<file path="config.mk">
export PLATFORM = sky130hd
export DESIGN_NAME = hart_top
export DESIGN_NICKNAME = d
export VERILOG_FILES = /design/src/design/hart_pkg.sv /design/src/design/hart_top.sv /design/src/design/execute_writeback.sv /design/src/design/operand_stage.sv /design/src/design/fetch_decode.sv
export SDC_FILE = /design/constraint.sdc
export NUM_CORES = 2
export LEC_CHECK = 0
export BUFFER_PORTS_ARGS = -buffer_cell sky130_fd_sc_hd__clkbuf_2
export CAP_MARGIN = 20
export CORE_MARGIN = 1.5
export CORE_UTILIZATION = 30
export DETAILED_ROUTE_END_ITERATION = 16
export GPL_ROUTABILITY_DRIVEN = 0
export GPL_TIMING_DRIVEN = 0
export HOLD_SLACK_MARGIN = 0.02
export PLACE_DENSITY = 0.42
export SYNTH_ARGS = -nofsm -noshare
export SYNTH_HDL_FRONTEND = slang
export SYNTH_SLANG_ARGS = --single-unit
</file>
<file path="constraint.sdc">
create_clock -name clock_i -period 10.9 [get_ports clock_i]
set_input_delay 0.545 -clock clock_i [delete_from_list [all_inputs] [get_ports clock_i]]
set_output_delay 0.545 -clock clock_i [all_outputs]
set_load 0.03 [all_outputs]
</file>
<file path="src/design/hart_pkg.sv">
`default_nettype none

package hart_pkg;

	// --------------------------------------------------
	// widths
	// --------------------------------------------------
	localparam int xlen = 32;
	localparam int reg_addr_w = 5;
	localparam int enc_w = 6;

	// one-hot instruction class, zero is a bubble
	localparam logic [enc_w-1:0] enc_none = 6'b000000;
	localparam logic [enc_w-1:0] enc_arith_imm = 6'b000001;
	localparam logic [enc_w-1:0] enc_arith_reg = 6'b000010;
	localparam logic [enc_w-1:0] enc_lui = 6'b000100;
	localparam logic [enc_w-1:0] enc_load = 6'b001000;
	localparam logic [enc_w-1:0] enc_store = 6'b010000;

	// --------------------------------------------------
	// rv32i opcode and function fields
	// --------------------------------------------------
	localparam logic [6:0] op_arith_imm = 7'b0010011;
	localparam logic [6:0] op_arith_reg = 7'b0110011;
	localparam logic [6:0] op_lui = 7'b0110111;
	localparam logic [6:0] op_load = 7'b0000011;
	localparam logic [6:0] op_store = 7'b0100011;

	localparam logic [2:0] f3_add = 3'b000;
	localparam logic [2:0] f3_sll = 3'b001;
	localparam logic [2:0] f3_slt = 3'b010;
	localparam logic [2:0] f3_xor = 3'b100;
	localparam logic [2:0] f3_sr = 3'b101;
	localparam logic [2:0] f3_or = 3'b110;
	localparam logic [2:0] f3_and = 3'b111;
	// lw and sw share this one
	localparam logic [2:0] f3_word = 3'b010;

	// sub and sra select
	localparam logic [6:0] f7_alt = 7'b0100000;

	// reset values
	localparam logic [xlen-1:0] sp_base = 32'h0003_F000;
	localparam logic [xlen-1:0] reset_pc = 32'h0000_0000;
	localparam logic [reg_addr_w-1:0] sp_reg = 5'd2;

	// instruction word, register layout and immediate layout
	typedef union packed {
		struct packed {
			logic [6:0] funct7;
			logic [reg_addr_w-1:0] rs2;
			logic [reg_addr_w-1:0] rs1;
			logic [2:0] funct3;
			logic [reg_addr_w-1:0] rd;
			logic [6:0] opcode;
		} r;
		struct packed {
			logic [11:0] imm_hi;
			logic [reg_addr_w-1:0] rs1;
			logic [2:0] funct3;
			logic [reg_addr_w-1:0] rd;
			logic [6:0] opcode;
		} i;
	} instr_t;

endpackage

`default_nettype wire
</file>
<file path="src/design/hart_top.sv">
`timescale 1ns/10ps
`default_nettype none

module hart_top (
	input logic clock_i,
	input logic reset_i,
	// instruction port
	output logic inst_req_o,
	output logic [hart_pkg::xlen-1:0] inst_addr_o,
	input logic inst_done_i,
	input logic [hart_pkg::xlen-1:0] inst_data_i,
	// data port
	output logic data_req_o,
	output logic data_wren_o,
	output logic [hart_pkg::xlen-1:0] data_addr_o,
	output logic [hart_pkg::xlen-1:0] data_data_o,
	input logic data_done_i,
	input logic [hart_pkg::xlen-1:0] data_data_i
);

	import hart_pkg::*;

	logic advance;
	logic issue;
	// stage 2
	logic [enc_w-1:0] s2_enc;
	logic [reg_addr_w-1:0] s2_rd;
	logic [reg_addr_w-1:0] s2_rs1;
	logic [reg_addr_w-1:0] s2_rs2;
	logic [2:0] s2_funct3;
	logic s2_alt;
	logic [xlen-1:0] s2_imm;
	// stage 3
	logic [enc_w-1:0] ex_enc;
	logic [reg_addr_w-1:0] ex_rd;
	logic [2:0] ex_funct3;
	logic ex_alt;
	logic [xlen-1:0] ex_op_a;
	logic [xlen-1:0] ex_op_b;
	logic [xlen-1:0] ex_store;
	logic [xlen-1:0] ex_result;
	// stage 4
	logic wb_en;
	logic [reg_addr_w-1:0] wb_rd;
	logic [xlen-1:0] wb_value;

	// --------------------------------------------------
	// producer
	// --------------------------------------------------
	fetch_decode i_fetch_decode (
		.clock_i(clock_i),
		.reset_i(reset_i),
		.issue_i(issue),
		.inst_data_i(inst_data_i),
		.inst_req_o(inst_req_o),
		.inst_addr_o(inst_addr_o),
		.enc_o(s2_enc),
		.rd_o(s2_rd),
		.rs1_o(s2_rs1),
		.rs2_o(s2_rs2),
		.funct3_o(s2_funct3),
		.alt_o(s2_alt),
		.imm_o(s2_imm)
	);

	// --------------------------------------------------
	// operands, hazards and control
	// --------------------------------------------------
	operand_stage i_operand_stage (
		.clock_i(clock_i),
		.reset_i(reset_i),
		.inst_done_i(inst_done_i),
		.data_done_i(data_done_i),
		.enc_i(s2_enc),
		.rd_i(s2_rd),
		.rs1_i(s2_rs1),
		.rs2_i(s2_rs2),
		.funct3_i(s2_funct3),
		.alt_i(s2_alt),
		.imm_i(s2_imm),
		// stage 3 class and rd feed hazard detection and forwarding
		.ex_enc_i(ex_enc),
		.ex_rd_i(ex_rd),
		.ex_result_i(ex_result),
		.wb_en_i(wb_en),
		.wb_rd_i(wb_rd),
		.wb_value_i(wb_value),
		.advance_o(advance),
		.issue_o(issue),
		.ex_enc_o(ex_enc),
		.ex_rd_o(ex_rd),
		.ex_funct3_o(ex_funct3),
		.ex_alt_o(ex_alt),
		.ex_op_a_o(ex_op_a),
		.ex_op_b_o(ex_op_b),
		.ex_store_o(ex_store)
	);

	// --------------------------------------------------
	// consumer
	// --------------------------------------------------
	execute_writeback i_execute_writeback (
		.clock_i(clock_i),
		.reset_i(reset_i),
		.advance_i(advance),
		.ex_enc_i(ex_enc),
		.ex_rd_i(ex_rd),
		.ex_funct3_i(ex_funct3),
		.ex_alt_i(ex_alt),
		.ex_op_a_i(ex_op_a),
		.ex_op_b_i(ex_op_b),
		.ex_store_i(ex_store),
		.data_data_i(data_data_i),
		.data_req_o(data_req_o),
		.data_wren_o(data_wren_o),
		.data_addr_o(data_addr_o),
		.data_data_o(data_data_o),
		.ex_result_o(ex_result),
		.wb_en_o(wb_en),
		.wb_rd_o(wb_rd),
		.wb_value_o(wb_value)
	);

endmodule

`default_nettype wire

</file>
<file path="src/design/execute_writeback.sv">
`timescale 1ns/10ps
`default_nettype none

module execute_writeback (
	input logic clock_i,
	input logic reset_i,
	input logic advance_i,
	// stage 3 inputs
	input logic [hart_pkg::enc_w-1:0] ex_enc_i,
	input logic [hart_pkg::reg_addr_w-1:0] ex_rd_i,
	input logic [2:0] ex_funct3_i,
	input logic ex_alt_i,
	input logic [hart_pkg::xlen-1:0] ex_op_a_i,
	input logic [hart_pkg::xlen-1:0] ex_op_b_i,
	input logic [hart_pkg::xlen-1:0] ex_store_i,
	// data port
	input logic [hart_pkg::xlen-1:0] data_data_i,
	output logic data_req_o,
	output logic data_wren_o,
	output logic [hart_pkg::xlen-1:0] data_addr_o,
	output logic [hart_pkg::xlen-1:0] data_data_o,
	// back to operand stage
	output logic [hart_pkg::xlen-1:0] ex_result_o,
	output logic wb_en_o,
	output logic [hart_pkg::reg_addr_w-1:0] wb_rd_o,
	output logic [hart_pkg::xlen-1:0] wb_value_o
);

	import hart_pkg::*;

	logic [xlen-1:0] alu_result;
	logic [4:0] shamt;
	logic is_load;
	logic is_store;
	logic writes_rd;
	// stage 4 state
	logic wb_load_q;
	logic [xlen-1:0] wb_result_q;

	assign is_load = (ex_enc_i == enc_load);
	assign is_store = (ex_enc_i == enc_store);
	assign writes_rd = (ex_enc_i == enc_arith_imm) || (ex_enc_i == enc_arith_reg)
		|| (ex_enc_i == enc_lui) || is_load;
	assign shamt = ex_op_b_i[4:0];

	// --------------------------------------------------
	// alu
	// --------------------------------------------------
	always_comb begin
		alu_result = '0;
		if (ex_enc_i == enc_lui) begin
			// immediate arrives already shifted up
			alu_result = ex_op_b_i;
		end else if (is_load || is_store) begin
			// effective address
			alu_result = ex_op_a_i + ex_op_b_i;
		end else begin
			case (ex_funct3_i)
				f3_add: begin
					if (ex_alt_i) begin
						alu_result = ex_op_a_i - ex_op_b_i;
					end else begin
						alu_result = ex_op_a_i + ex_op_b_i;
					end
				end
				f3_sll: alu_result = ex_op_a_i << shamt;
				f3_slt: begin
					alu_result = {{(xlen-1){1'b0}}, $signed(ex_op_a_i) < $signed(ex_op_b_i)};
				end
				f3_xor: alu_result = ex_op_a_i ^ ex_op_b_i;
				f3_sr: begin
					// sra and srai fill with the sign bit
					if (ex_alt_i) begin
						alu_result = $signed(ex_op_a_i) >>> shamt;
					end else begin
						alu_result = ex_op_a_i >> shamt;
					end
				end
				f3_or: alu_result = ex_op_a_i | ex_op_b_i;
				f3_and: alu_result = ex_op_a_i & ex_op_b_i;
				default: alu_result = '0;
			endcase
		end
	end

	// forwarded only when stage 3 writes rd
	assign ex_result_o = alu_result;

	// --------------------------------------------------
	// data request
	// --------------------------------------------------
	// leaves while the instruction is in stage 3 and only in an advancing
	// cycle so a frozen store is never accepted twice
	assign data_req_o = advance_i && (is_load || is_store);
	assign data_wren_o = advance_i && is_store;
	assign data_addr_o = alu_result;
	assign data_data_o = ex_store_i;

	// --------------------------------------------------
	// stage 4 register and writeback
	// --------------------------------------------------
	always_ff @(posedge clock_i) begin
		if (!reset_i) begin
			wb_en_o <= 1'b0;
			wb_load_q <= 1'b0;
		end else if (advance_i) begin
			// x0 is never written
			wb_en_o <= writes_rd && (ex_rd_i != '0);
			wb_load_q <= is_load;
			wb_rd_o <= ex_rd_i;
			wb_result_q <= alu_result;
		end
	end

	// load word shows up the cycle after the request and is held by the memory
	assign wb_value_o = wb_load_q ? data_data_i : wb_result_q;

	// only word accesses exist so every data address is word aligned
	assert property (@(posedge clock_i) disable iff (!reset_i)
		data_req_o |-> (data_addr_o[1:0] == 2'b00));

endmodule

`default_nettype wire

</file>
<file path="src/design/operand_stage.sv">
`timescale 1ns/10ps
`default_nettype none

module operand_stage (
	input logic clock_i,
	input logic reset_i,
	input logic inst_done_i,
	input logic data_done_i,
	// stage 2 fields
	input logic [hart_pkg::enc_w-1:0] enc_i,
	input logic [hart_pkg::reg_addr_w-1:0] rd_i,
	input logic [hart_pkg::reg_addr_w-1:0] rs1_i,
	input logic [hart_pkg::reg_addr_w-1:0] rs2_i,
	input logic [2:0] funct3_i,
	input logic alt_i,
	input logic [hart_pkg::xlen-1:0] imm_i,
	// stage 3 and stage 4 feedback
	input logic [hart_pkg::enc_w-1:0] ex_enc_i,
	input logic [hart_pkg::reg_addr_w-1:0] ex_rd_i,
	input logic [hart_pkg::xlen-1:0] ex_result_i,
	input logic wb_en_i,
	input logic [hart_pkg::reg_addr_w-1:0] wb_rd_i,
	input logic [hart_pkg::xlen-1:0] wb_value_i,
	output logic advance_o,
	output logic issue_o,
	output logic [hart_pkg::enc_w-1:0] ex_enc_o,
	output logic [hart_pkg::reg_addr_w-1:0] ex_rd_o,
	output logic [2:0] ex_funct3_o,
	output logic ex_alt_o,
	output logic [hart_pkg::xlen-1:0] ex_op_a_o,
	output logic [hart_pkg::xlen-1:0] ex_op_b_o,
	output logic [hart_pkg::xlen-1:0] ex_store_o
);

	import hart_pkg::*;

	logic [xlen-1:0] rf [0:(1 << reg_addr_w)-1];
	logic ex_writes;
	logic ex_is_load;
	logic uses_rs1;
	logic uses_rs2;
	logic hazard;
	logic bubble;
	logic [xlen-1:0] rs1_val;
	logic [xlen-1:0] rs2_val;

	// --------------------------------------------------
	// pipeline control
	// --------------------------------------------------
	// whole pipeline freezes while either memory is busy
	assign advance_o = inst_done_i && data_done_i;

	assign ex_writes = (ex_enc_i == enc_arith_imm) || (ex_enc_i == enc_arith_reg)
		|| (ex_enc_i == enc_lui);
	assign ex_is_load = (ex_enc_i == enc_load);

	// which source fields the stage 2 instruction really reads
	assign uses_rs1 = (enc_i == enc_arith_imm) || (enc_i == enc_arith_reg)
		|| (enc_i == enc_load) || (enc_i == enc_store);
	assign uses_rs2 = (enc_i == enc_arith_reg) || (enc_i == enc_store);

	// load in stage 3 has no value yet so wait one cycle for the writeback path
	assign hazard = ex_is_load && (ex_rd_i != '0)
		&& ((uses_rs1 && (rs1_i == ex_rd_i)) || (uses_rs2 && (rs2_i == ex_rd_i)));

	assign issue_o = advance_o && !hazard;
	assign bubble = advance_o && hazard;

	// --------------------------------------------------
	// register file
	// --------------------------------------------------
	always_ff @(posedge clock_i) begin
		if (!reset_i) begin
			for (int i = 0; i < (1 << reg_addr_w); i++) begin
				rf[i] <= (i == int'(sp_reg)) ? sp_base : '0;
			end
		end else if (advance_o && wb_en_i && (wb_rd_i != '0)) begin
			rf[wb_rd_i] <= wb_value_i;
		end
	end

	// x0 first, then stage 3, then writeback, then the array
	function automatic logic [xlen-1:0] pick_operand(input logic [reg_addr_w-1:0] idx);
		if (idx == '0) begin
			return '0;
		end
		if (ex_writes && (ex_rd_i == idx)) begin
			return ex_result_i;
		end
		if (wb_en_i && (wb_rd_i == idx)) begin
			return wb_value_i;
		end
		return rf[idx];
	endfunction

	always_comb begin
		rs1_val = pick_operand(rs1_i);
		rs2_val = pick_operand(rs2_i);
	end

	// --------------------------------------------------
	// stage 3 register
	// --------------------------------------------------
	always_ff @(posedge clock_i) begin
		if (!reset_i) begin
			ex_enc_o <= enc_none;
		end else if (advance_o) begin
			// stalled instruction stays in stage 2 while stage 3 gets a bubble
			ex_enc_o <= bubble ? enc_none : enc_i;
			ex_rd_o <= rd_i;
			ex_funct3_o <= funct3_i;
			ex_alt_o <= alt_i;
			ex_op_a_o <= rs1_val;
			// loads and stores add the immediate too
			ex_op_b_o <= (enc_i == enc_arith_reg) ? rs2_val : imm_i;
			ex_store_o <= rs2_val;
		end
	end

	// the inserted bubble clears the hazard so a load-use stall never repeats
	assert property (@(posedge clock_i) disable iff (!reset_i) bubble |=> !hazard);

endmodule

`default_nettype wire

</file>
<file path="src/design/fetch_decode.sv">
`timescale 1ns/10ps
`default_nettype none

module fetch_decode (
	input logic clock_i,
	input logic reset_i,
	input logic issue_i,
	input logic [hart_pkg::xlen-1:0] inst_data_i,
	output logic inst_req_o,
	output logic [hart_pkg::xlen-1:0] inst_addr_o,
	output logic [hart_pkg::enc_w-1:0] enc_o,
	output logic [hart_pkg::reg_addr_w-1:0] rd_o,
	output logic [hart_pkg::reg_addr_w-1:0] rs1_o,
	output logic [hart_pkg::reg_addr_w-1:0] rs2_o,
	output logic [2:0] funct3_o,
	output logic alt_o,
	output logic [hart_pkg::xlen-1:0] imm_o
);

	import hart_pkg::*;

	// high once a fetched word sits on inst_data_i
	logic word_valid_q;
	instr_t word;
	logic f3_ok;
	logic [enc_w-1:0] dec_enc;
	logic [xlen-1:0] dec_imm;
	logic dec_alt;

	// --------------------------------------------------
	// fetch
	// --------------------------------------------------
	// a request is only offered in a cycle that also consumes the returned word,
	// so the memory never moves past a word the decode register still needs
	assign inst_req_o = issue_i;

	// pc is the address on the port and steps once per accepted request
	always_ff @(posedge clock_i) begin
		if (!reset_i) begin
			inst_addr_o <= reset_pc;
			word_valid_q <= 1'b0;
		end else if (issue_i) begin
			inst_addr_o <= inst_addr_o + 32'd4;
			word_valid_q <= 1'b1;
		end
	end

	// --------------------------------------------------
	// decode
	// --------------------------------------------------
	// memory holds the word until the next accepted request
	assign word = inst_data_i;

	// sltu and sltiu are not supported
	assign f3_ok = word.r.funct3 inside {f3_add, f3_sll, f3_slt, f3_xor, f3_sr, f3_or, f3_and};

	always_comb begin
		dec_enc = enc_none;
		dec_alt = 1'b0;
		// i-type immediate by default
		dec_imm = {{(xlen-12){word.i.imm_hi[11]}}, word.i.imm_hi};
		case (word.r.opcode)
			op_arith_imm: begin
				if (f3_ok) begin
					dec_enc = enc_arith_imm;
					// only srai carries funct7 so addi never subtracts
					dec_alt = (word.r.funct3 == f3_sr) && (word.r.funct7 == f7_alt);
				end
			end
			op_arith_reg: begin
				if (f3_ok) begin
					dec_enc = enc_arith_reg;
					dec_alt = (word.r.funct7 == f7_alt);
				end
			end
			op_lui: begin
				dec_enc = enc_lui;
				// upper 20 bits span imm_hi, rs1 and funct3
				dec_imm = {word.i.imm_hi, word.i.rs1, word.i.funct3, 12'b0};
			end
			op_load: begin
				if (word.i.funct3 == f3_word) begin
					dec_enc = enc_load;
				end
			end
			op_store: begin
				if (word.i.funct3 == f3_word) begin
					dec_enc = enc_store;
					// s-type low five bits live in the rd slot
					dec_imm = {{(xlen-12){word.i.imm_hi[11]}}, word.i.imm_hi[11:5], word.i.rd};
				end
			end
			// unknown opcode becomes a bubble
			default: dec_enc = enc_none;
		endcase
	end

	// stage 2 register holds through stalls and freezes
	always_ff @(posedge clock_i) begin
		if (!reset_i) begin
			enc_o <= enc_none;
		end else if (issue_i) begin
			// nothing fetched yet right after reset
			enc_o <= word_valid_q ? dec_enc : enc_none;
			rd_o <= word.r.rd;
			rs1_o <= word.r.rs1;
			rs2_o <= word.r.rs2;
			funct3_o <= word.r.funct3;
			alt_o <= dec_alt;
			imm_o <= dec_imm;
		end
	end

	// decode reads the port directly so the word must not move without a request
	assert property (@(posedge clock_i) disable iff (!reset_i)
		!issue_i |=> $stable(inst_data_i));

endmodule

`default_nettype wire

</file>
==> summary.txt <==
Setup path
  • Reg2reg setup slack: 3260 ps
  • Arrival time at the worst endpoint: 7840 ps
  • Crit path max fanout: 11
  • Crit path kind: flip-flop to output pin
  • Critical Path RT: 10360 ps
  • Setup crit end kind: output pin
  • CP Launch Type: flip-flop

Detailed routing
  • Met1 WL: 144500 µm
  • Met2 wire len: 166500 µm
  • Routed wl met3: 43810 µm
  • DRC: 0
  • Post-DRT Antenna Nets: 0
  • First-pass DRT Iterations: 6
  • Routed WL per cell: 40.48 µm
  • Via count: 56891
  • Drt initial violations: 8743
  • Top Layer Used: met5
  • Detailed-route wire length: 378400 µm
  • Via density: 6.085

Die
  • Initial Utilization: 30.27%
  • Core area: 238500 µm²
  • Full die area: 243600 µm²
  • Die width: 493.6 µm
  • Num ports: 167
  • Die Ht: 493.6 µm
  • Row cnt: 179

Pwr
  • Pleak: 29.77 nW
  • PD cells: 153.5 nW/µm²
  • Worst vdd ir: 0.1701 mV

Placement
  • Number of port buffers: 162
  • Detailed placement HPWL: 280200 µm
  • Pre-CTS setup slack: 3695 ps

Timing
  • Final Setup Violations: 0
  • Clock skew: 49.28 ps
  • Fmax: 119.3 MHz
  • Minimum hold slack: 104.2 ps
  • Tmin final: 8384 ps
  • RSZ-0062 raised after global routing: no
  • Headroom to the max-slew limit: 6.205%
  • Setup TNS: 0 ps
  • Fin crit share: 76.92%
  • Pins over their slew limit: 0
  • Final hold violations: 0
  • Worst-margin pin slew: 1407 ps
  • Post-route setup slack: 2516 ps

CTS
  • # Post-CTS Setup Buffers: 0
  • Sink Count: 1270
  • Clock buffer depth: 3
  • CTS Root Cell: clkbuf_16
  • Cts bufs inserted: 152
  • Worst skew pair latency: 850 ps
  • Cts repair resizes: 0
  • CTS tree: yes
  • Hold buffers post-CTS: 17
  • Clock transition at path regs: 60 ps
  • H-tree depth: 4

Global route
  • Vias in the first global route: 54611
  • Gr ovfl total: 0
  • Largest net degree at the start of global routing: 61
  • First-pass GRT wire length: 498900 µm
  • Gr usage total: 30.53%
  • Initial antenna violation count: 19

Yosys
  • Seq cells post-synth: 1270
  • Instance count of the mapped netlist: 5586
  • FFs w/ async S/R, synth: 0%
  • Syn Std Cell Area: 72210 µm²
  • Synth unique cells: 91
  • Ys Warns: 0
  • Main synth FF type: edfxtp_1
  • Post-synth EDFFs: 1217
  • Register area share after synthesis: 52.08%
  • Syn_area_per_cell: 12.93 µm²

Hold path
  • HP Class: primary input to flip-flop

Layout
  • Area growth syn-to-layout: 16.35%
  • Nets: 6220
  • Layout cells sized above 1: 23.68%
  • FILL cells: 23447

Status
  • Status: completed

Job
  • Max Cap Violations: 0
## where the power goes
| group | internal [mW] | switching [mW] |
|---|---|---|
| logic | 0.724 | 1.35 |
| registers | 5.52 | 0.122 |
| clock network | 2.93 | 2.25 |
## critical path, cell delays in order (launching register included)
cell and delay (ps):
edfxtp_1 640, clkbuf_1 370, inv_1 200, clkbuf_1 550
clkbuf_1 670, ha_1 240, clkbuf_1 370, nand3_1 160
o211ai_1 340, a21oi_1 270, nor4_1 690, a41oi_1 490
o21ai_0 560, xnor2_1 180, nor2_1 60, o22ai_1 740
inv_1 200, clkbuf_2 240
## layout make-up
class	count	area [µm²]	area share, %
antenna	7	17.52	0.02085
buffer	527	2192	2.609
clock buffer	193	4053	4.824
clock inverter	84	828.3	0.9859
inverter	122	457.9	0.5451
multi-input combinational	3700	32330	38.48
sequential	1270	37610	44.76
tap	3167	3963	4.717
timing repair buffer	279	2564	3.052
## flip-flops by register name, summed over array words and instances, names as in the netlist, 30 cells and up, named ones only
signal	cells
i_operand_stage.rf	1024
i_fetch_decode.inst_addr_o	30
i_operand_stage.ex_store_o	32
i_operand_stage.ex_op_b_o	32
i_fetch_decode.imm_o	32
i_execute_writeback.wb_result_q	32
i_operand_stage.ex_op_a_o	32
## path summary, 6_finish.rpt
check / from / end / cells after the start
max: i_operand_stage.ex_op_b_o[3] / data_addr_o[27] / 17
min: inst_data_i[28] / i_fetch_decode.imm_o[28] / 2
max reg2reg: i_operand_stage.ex_op_b_o[2] / i_operand_stage.ex_op_b_o[12] / 16
min reg2reg: i_fetch_decode.rd_o[3] / i_operand_stage.ex_rd_o[3] / 0
## cell usage after synthesis (41+ instances only)
cell type	number	area, µm²
ha_1	98	1226
o22ai_1	44	275.3
inv_1	114	427.9
edfxtp_1	1217	36550
o21ai_1	41	205.2
mux4_2	688	15490
a21oi_1	162	810.8
nand3_1	50	250.2
nand2_1	339	1272
mux2_2	105	1182
buf_1	52	195.2
buf_2	52	260.3
dfxtp_1	53	1061
a211oi_1	49	367.9
mux2i_1	91	910.9
nor2_1	1215	4561
nor3_1	51	255.2
xnor2_1	61	534.3
clkbuf_1	410	1539
o21ai_0	184	920.9
## cells in the final DEF (no fill, tap or decap), types with 26 or more instances in the layout
master / count
a21o_1: 32
buf_1: 28
o21ai_0: 182
xor2_1: 26
nor3_1: 50
buf_2: 77
mux2i_1: 83
conb_1: 34
mux4_2: 688
o21ai_1: 43
clkbuf_1: 398
a211oi_1: 48
nor2b_1: 33
mux2_2: 105
nor2_1: 1214
ha_1: 98
o211ai_1: 27
inv_1: 114
edfxtp_1: 1217
dfxtp_1: 53
nand2_1: 308
buf_12: 29
clkinv_1: 38
a21oi_1: 161
buf_8: 29
clkbuf_16: 156
buf_4: 32
nand3_1: 50
xnor2_1: 61
o22ai_1: 44
clkbuf_2: 208
## through the flow
| stage | utilization, % | cell area [µm²] | std cells | power [mW] |
|---|---|---|---|---|
| 2_1_floorplan | - | 72330 | 5619 | 6.754 |
| 3_3_place_gp | 32.33 | 77100 | 8948 | 7.689 |
| 3_5_place_dp | 33.07 | 78870 | 9042 | 7.732 |
| 4_1_cts | 35.19 | 83930 | 9336 | 12.86 |
| 5_1_grt | 35.21 | 84000 | 9343 | 13.13 |
| 6_report | 35.22 | 84010 | 9349 | 12.90 |
## logic make-up (layout without fill, tap and decap cells)
family / after synthesis / after routing / share of synthesized area [%]
simple gates: 1840 / 1840 / 10.46
flops: 1270 / 1270 / 52.08
mux: 885 / 885 / 24.37
compound gates: 754 / 754 / 6.737
buf+inv: 649 / 1205 / 3.538
fa+ha+maj: 100 / 100 / 1.754
xor+xnor: 87 / 87 / 1.055
other cells: 1 / 41 / 0.005193
## metal layers
| layer | vias up | track usage (%) |
|---|---|---|
| li1 | 22251 | - |
| met1 | 29826 | 39.32 |
| met2 | 3934 | 46.46 |
| met3 | 864 | 9.043 |
| met4 | 16 | 15.78 |
| met5 | - | 0 |
Note: power is estimated with default switching activity, not from simulation.
